$ cat src/aesPkg.sv
package aesPkg;

        localparam int RoundCount = 10;

        typedef logic [7:0]   aesByteT;
        typedef logic [127:0] aesBlockT;
        typedef logic [3:0]   roundIdxT;

        // Byte 0 sits in the top bits, matching FIPS-197 input order.
        typedef union packed {
                aesBlockT         word;
                aesByteT [0:15]   bytes;
        } aesStateU;

        function automatic aesByteT xtime(aesByteT a);
                return {a[6:0], 1'b0} ^ (a[7] ? 8'h1b : 8'h00);
        endfunction

        function automatic aesByteT gfMul(aesByteT a, aesByteT b);
                aesByteT acc;
                aesByteT p;
                acc = '0;
                p = a;
                for (int i = 0; i < 8; i++) begin
                        if (b[i]) begin
                                acc = acc ^ p;
                        end
                        p = xtime(p);
                end
                return acc;
        endfunction

        // Round constant of the forward schedule for round idx.
        function automatic aesByteT rconOf(roundIdxT idx);
                aesByteT rc;
                case (idx)
                        4'd1:    rc = 8'h01;
                        4'd2:    rc = 8'h02;
                        4'd3:    rc = 8'h04;
                        4'd4:    rc = 8'h08;
                        4'd5:    rc = 8'h10;
                        4'd6:    rc = 8'h20;
                        4'd7:    rc = 8'h40;
                        4'd8:    rc = 8'h80;
                        4'd9:    rc = 8'h1b;
                        4'd10:   rc = 8'h36;
                        default: rc = 8'h00;
                endcase
                return rc;
        endfunction

endpackage

$ cat src/aesSbox.sv
`timescale 1ns/100ps

module aesSbox #(
        parameter bit Inverse = 1'b0
) (
        input  aesPkg::aesByteT inByte,
        output aesPkg::aesByteT outByte
);
        import aesPkg::*;

        localparam aesByteT FwdAffineC = 8'h63;
        localparam aesByteT InvAffineC = 8'h05;

        if (Inverse) begin : genInv
                aesByteT affOut;

                // Inverse affine map first, then the field inverse.
                always_comb begin
                        for (int i = 0; i < 8; i++) begin
                                affOut[i] = inByte[(i + 2) % 8] ^ inByte[(i + 5) % 8]
                                        ^ inByte[(i + 7) % 8] ^ InvAffineC[i];
                        end
                end

                gfInverse u_gfInverse (
                        .inByte  (affOut),
                        .outByte (outByte)
                );
        end else begin : genFwd
                aesByteT invOut;

                gfInverse u_gfInverse (
                        .inByte  (inByte),
                        .outByte (invOut)
                );

                always_comb begin
                        for (int i = 0; i < 8; i++) begin
                                outByte[i] = invOut[i] ^ invOut[(i + 4) % 8]
                                        ^ invOut[(i + 5) % 8] ^ invOut[(i + 6) % 8]
                                        ^ invOut[(i + 7) % 8] ^ FwdAffineC[i];
                        end
                end
        end

endmodule

$ cat src/gfInverse.sv
`timescale 1ns/100ps

module gfInverse (
        input  aesPkg::aesByteT inByte,
        output aesPkg::aesByteT outByte
);
        import aesPkg::*;

        // Inverse as x^254, since x^255 = 1 for any nonzero x.
        aesByteT pow2;
        aesByteT pow3;
        aesByteT pow6;
        aesByteT pow12;
        aesByteT pow14;
        aesByteT pow15;
        aesByteT pow30;
        aesByteT pow60;
        aesByteT pow120;
        aesByteT pow240;

        assign pow2   = gfMul(inByte, inByte);
        assign pow3   = gfMul(pow2, inByte);
        assign pow6   = gfMul(pow3, pow3);
        assign pow12  = gfMul(pow6, pow6);
        assign pow14  = gfMul(pow12, pow2);
        assign pow15  = gfMul(pow12, pow3);

        // Four squarings lift x^15 to x^240.
        assign pow30  = gfMul(pow15, pow15);
        assign pow60  = gfMul(pow30, pow30);
        assign pow120 = gfMul(pow60, pow60);
        assign pow240 = gfMul(pow120, pow120);

        // Zero falls through as zero because every product with it is zero.
        assign outByte = gfMul(pow240, pow14);

endmodule

$ cat src/invKeySchedule.sv
`timescale 1ns/100ps

module invKeySchedule #(
        parameter bit Inverse = 1'b0
) (
        input  aesPkg::aesBlockT keyIn,
        input  aesPkg::aesByteT  rcon,
        output aesPkg::aesBlockT keyOut
);
        import aesPkg::*;

        logic [31:0] curW  [4];
        logic [31:0] prevW [4];
        logic [31:0] rotW;
        logic [31:0] subW;
        aesByteT     subBytes [4];

        assign curW[0] = keyIn[127:96];
        assign curW[1] = keyIn[95:64];
        assign curW[2] = keyIn[63:32];
        assign curW[3] = keyIn[31:0];

        // Words 1 to 3 undo the running XOR of the forward schedule.
        assign prevW[1] = curW[0] ^ curW[1];
        assign prevW[2] = curW[1] ^ curW[2];
        assign prevW[3] = curW[2] ^ curW[3];

        // RotWord on the recovered last word.
        assign rotW = {prevW[3][23:0], prevW[3][31:24]};

        for (genvar b = 0; b < 4; b++) begin : genSbox
                aesSbox #(
                        .Inverse (Inverse)
                ) u_aesSbox (
                        .inByte  (rotW[8 * b +: 8]),
                        .outByte (subBytes[b])
                );
        end

        assign subW = {subBytes[3], subBytes[2], subBytes[1], subBytes[0]};

        assign prevW[0] = curW[0] ^ subW ^ {rcon, 24'h000000};

        assign keyOut = {prevW[0], prevW[1], prevW[2], prevW[3]};

endmodule

$ cat config.mk
export PLATFORM = sky130hd
export DESIGN_NAME = invKeySchedule
export DESIGN_NICKNAME = d
export VERILOG_FILES = /design/src/aesPkg.sv /design/src/aesSbox.sv /design/src/gfInverse.sv /design/src/invKeySchedule.sv
export SDC_FILE = /design/constraint.sdc
export NUM_CORES = 2
export LEC_CHECK = 0
export BUFFER_PORTS_ARGS = -buffer_cell sky130_fd_sc_hd__buf_4
export CAP_MARGIN = 10
export CORE_ASPECT_RATIO = 0.75
export CORE_MARGIN = 2
export CORE_UTILIZATION = 45
export DETAILED_ROUTE_END_ITERATION = 16
export PLACE_DENSITY = 0.73
export SETUP_SLACK_MARGIN = 0.3
export SLEW_MARGIN = 0
export SYNTH_ARGS = -nofsm -noshare
export SYNTH_HDL_FRONTEND = slang
export SYNTH_SLANG_ARGS = --single-unit
$ cat constraint.sdc
create_clock -name vclk -period 23.3
set_clock_uncertainty 0.2 [all_clocks]
set_input_delay 1.165 -clock vclk [all_inputs]
set_output_delay 1.165 -clock vclk [all_outputs]
set_load 0.02 [all_outputs]
==> results_dict.tcl <==
set metrics [dict create \
    syn_nets 6064 \
    hpwl_mm 101 \
    finalSetupTns_ns 0 \
    worstHoldPathCells 3 \
    ys_types 134 \
    yosys.area.top_type_share 0.255 \
    drive_gt1_frac 0.136 \
    drc 0 \
    synth_top_area_cell "xnor2_1" \
    seq_cell_count 0 \
    ys_top_cells_by_area "xnor2_1, xnor3_1, xor2_1" \
    area_growth_pct 8.34 \
    syn_area_um2 42500 \
    ys_seq_area_frac 0 \
    wire_per_inst_um 18.4 \
    num_vias 43200 \
    antenna_found_initial 0 \
    vias_per_cell 6.01 \
    hold_class "input pin to primary output" \
    synthCells 5904 \
    cap_violations 0 \
    io_buffers 264 \
    cts_hold_buf 0 \
    die_w_um 359 \
    crit_fanout 22 \
    max_freq_mhz 45.6 \
    grt_pass1_vias 39300 \
    cp_slowest_stage_delay_ns 0.67 \
    cp_slowest_cell "nor4_2" \
    min_to "keyOut[39]" \
    chipHeight_um 270 \
    initial_core_util 0.455 \
    period_needed_ns 21.94 \
    finalSetupViolCount 0 \
    synth_warnings 0 \
    final_common_cell "xnor2_1" \
    grt.total_usage 0.258 \
    hold_viol 0 \
    drt_wl_total_mm 132 \
    worst_pin_slew_ns 1.21 \
    final_cell_mix "xnor2_1, nor2_1, nand2_1" \
    grt_max_degree 42 \
    place_congestion 0.968 \
    nFillCells 9185 \
    drv_slew 0 \
    critical_path_class "input pin to primary output" \
    cp.required_ns 21.93 \
    min_period_over_period 0.942 \
    ant_nets 0 \
    fp.coreArea_um2 93500 \
    status "completed" \
    postCtsSetupBuffers 0 \
    drtIter0Drc 5138 \
    cpMostUsedCell "xnor2_1" \
    diodes 0 \
    cp-end-kind "primary output" \
    drtPass1Iterations 6 \
    nets 6123 \
    n_clock_buffer 0 \
    overflow 0 \
    seqCellArea_um2 0 \
    crit_path_start_kind "input pin" \
    min_from "keyIn[71]" \
    fp-row-count 97 \
    top_level_ports 264 \
    critPathArrivalTime_ns 20.57 \
    die_area_um2 97000 \
    avgSynthCellArea_um2 7.20 \
    grt_setup_unrepaired "true" \
    maxSlewHeadroom 0.190 \
    grt_pass1_wl_mm 213 \
]
## cell type report
type,instances,area [um^2],area share
multi-input combinational,5381,40700,0.883
inverter,139,522,0.0113
timing repair buffer,441,3310,0.0719
tap,1237,1550,0.0336
## critical path: cells and delay by family
kind	cells	cell delay, ns
adder cells (fa/ha/maj)	5	2.05
XOR/XNOR	29	9.75
AND/OR/NAND/NOR	8	2.08
multiplexers	2	0.53
buffers and inverters	11	2.18
AO/OA/AOI/OAI	13	2.78
## per-stage QoR
stage	worst slack (ns)	utilization	cells	hold slack [ns]	cell area, um^2
floorplan	3.92	-	5904	2.25	42500
global placement	1.63	0.491	7194	2.42	45900
detailed placement	1.19	0.491	7194	2.43	45900
CTS	1.09	0.491	7194	2.43	45900
global route	0.299	0.493	7198	2.44	46100
finish	1.36	0.493	7198	2.43	46100
## cell usage after synthesis, drive strengths merged, types with 31 or more instances
| library cell | instances |
|---|---|
| xnor2 | 1363 |
| nor2 | 770 |
| nand2 | 564 |
| xor2 | 390 |
| a21oi | 335 |
| o21ai | 275 |
| clkbuf | 225 |
| nor3 | 182 |
| nand3 | 164 |
| buf | 159 |
| xnor3 | 159 |
| mux2i | 137 |
| inv | 125 |
| o22ai | 82 |
| a211oi | 63 |
| a31oi | 59 |
| o211ai | 56 |
| and2 | 40 |
| nand2b | 40 |
| nor2b | 37 |
| and3 | 35 |
| a22oi | 32 |
| nor4 | 31 |
## kinds of logic after synthesis
| logic type | after synthesis | share of synthesized area |
|---|---|---|
| adder cells (fa/ha/maj) | 24 | 0.00706 |
| XOR/XNOR | 1930 | 0.488 |
| multiplexers | 170 | 0.0426 |
| buffers and inverters | 523 | 0.0517 |
| AND/OR/NAND/NOR | 2002 | 0.213 |
| AO/OA/AOI/OAI | 1255 | 0.198 |
## what timing repair did
item                       CTS  global route
hold endpoints to repair     0             0
setup endpoints to repair    0            23
gates resized for setup      0            14
## routing by layer
layer / routed length, um / part of all wire / vias to the layer above / track usage
li1: - / - / 20600 / -
met1: 61000 / 0.46 / 20300 / 0.393
met2: 55600 / 0.42 / 2220 / 0.382
met3: 13800 / 0.10 / 174 / 0.0380
met4: 1990 / 0.015 / 0 / 0.0430
met5: 0 / 0 / - / 0
## worst max path at each step
| stage | from | to | slack (ns) |
|---|---|---|---|
| 5_1_grt | keyIn[19] | keyOut[124] | 0.30 |
| 2_1_floorplan | keyIn[19] | keyOut[124] | 3.92 |
| 4_1_cts | keyIn[19] | keyOut[124] | 1.09 |
| 3_5_place_dp | keyIn[19] | keyOut[124] | 1.19 |
| 3_3_place_gp | keyIn[7] | keyOut[108] | 1.63 |
| 6_report | keyIn[19] | keyOut[124] | 1.36 |
Power is left out: the tool's default activity adds up to more than one toggle a clock period on the data nets, which glitch-free logic cannot reach.
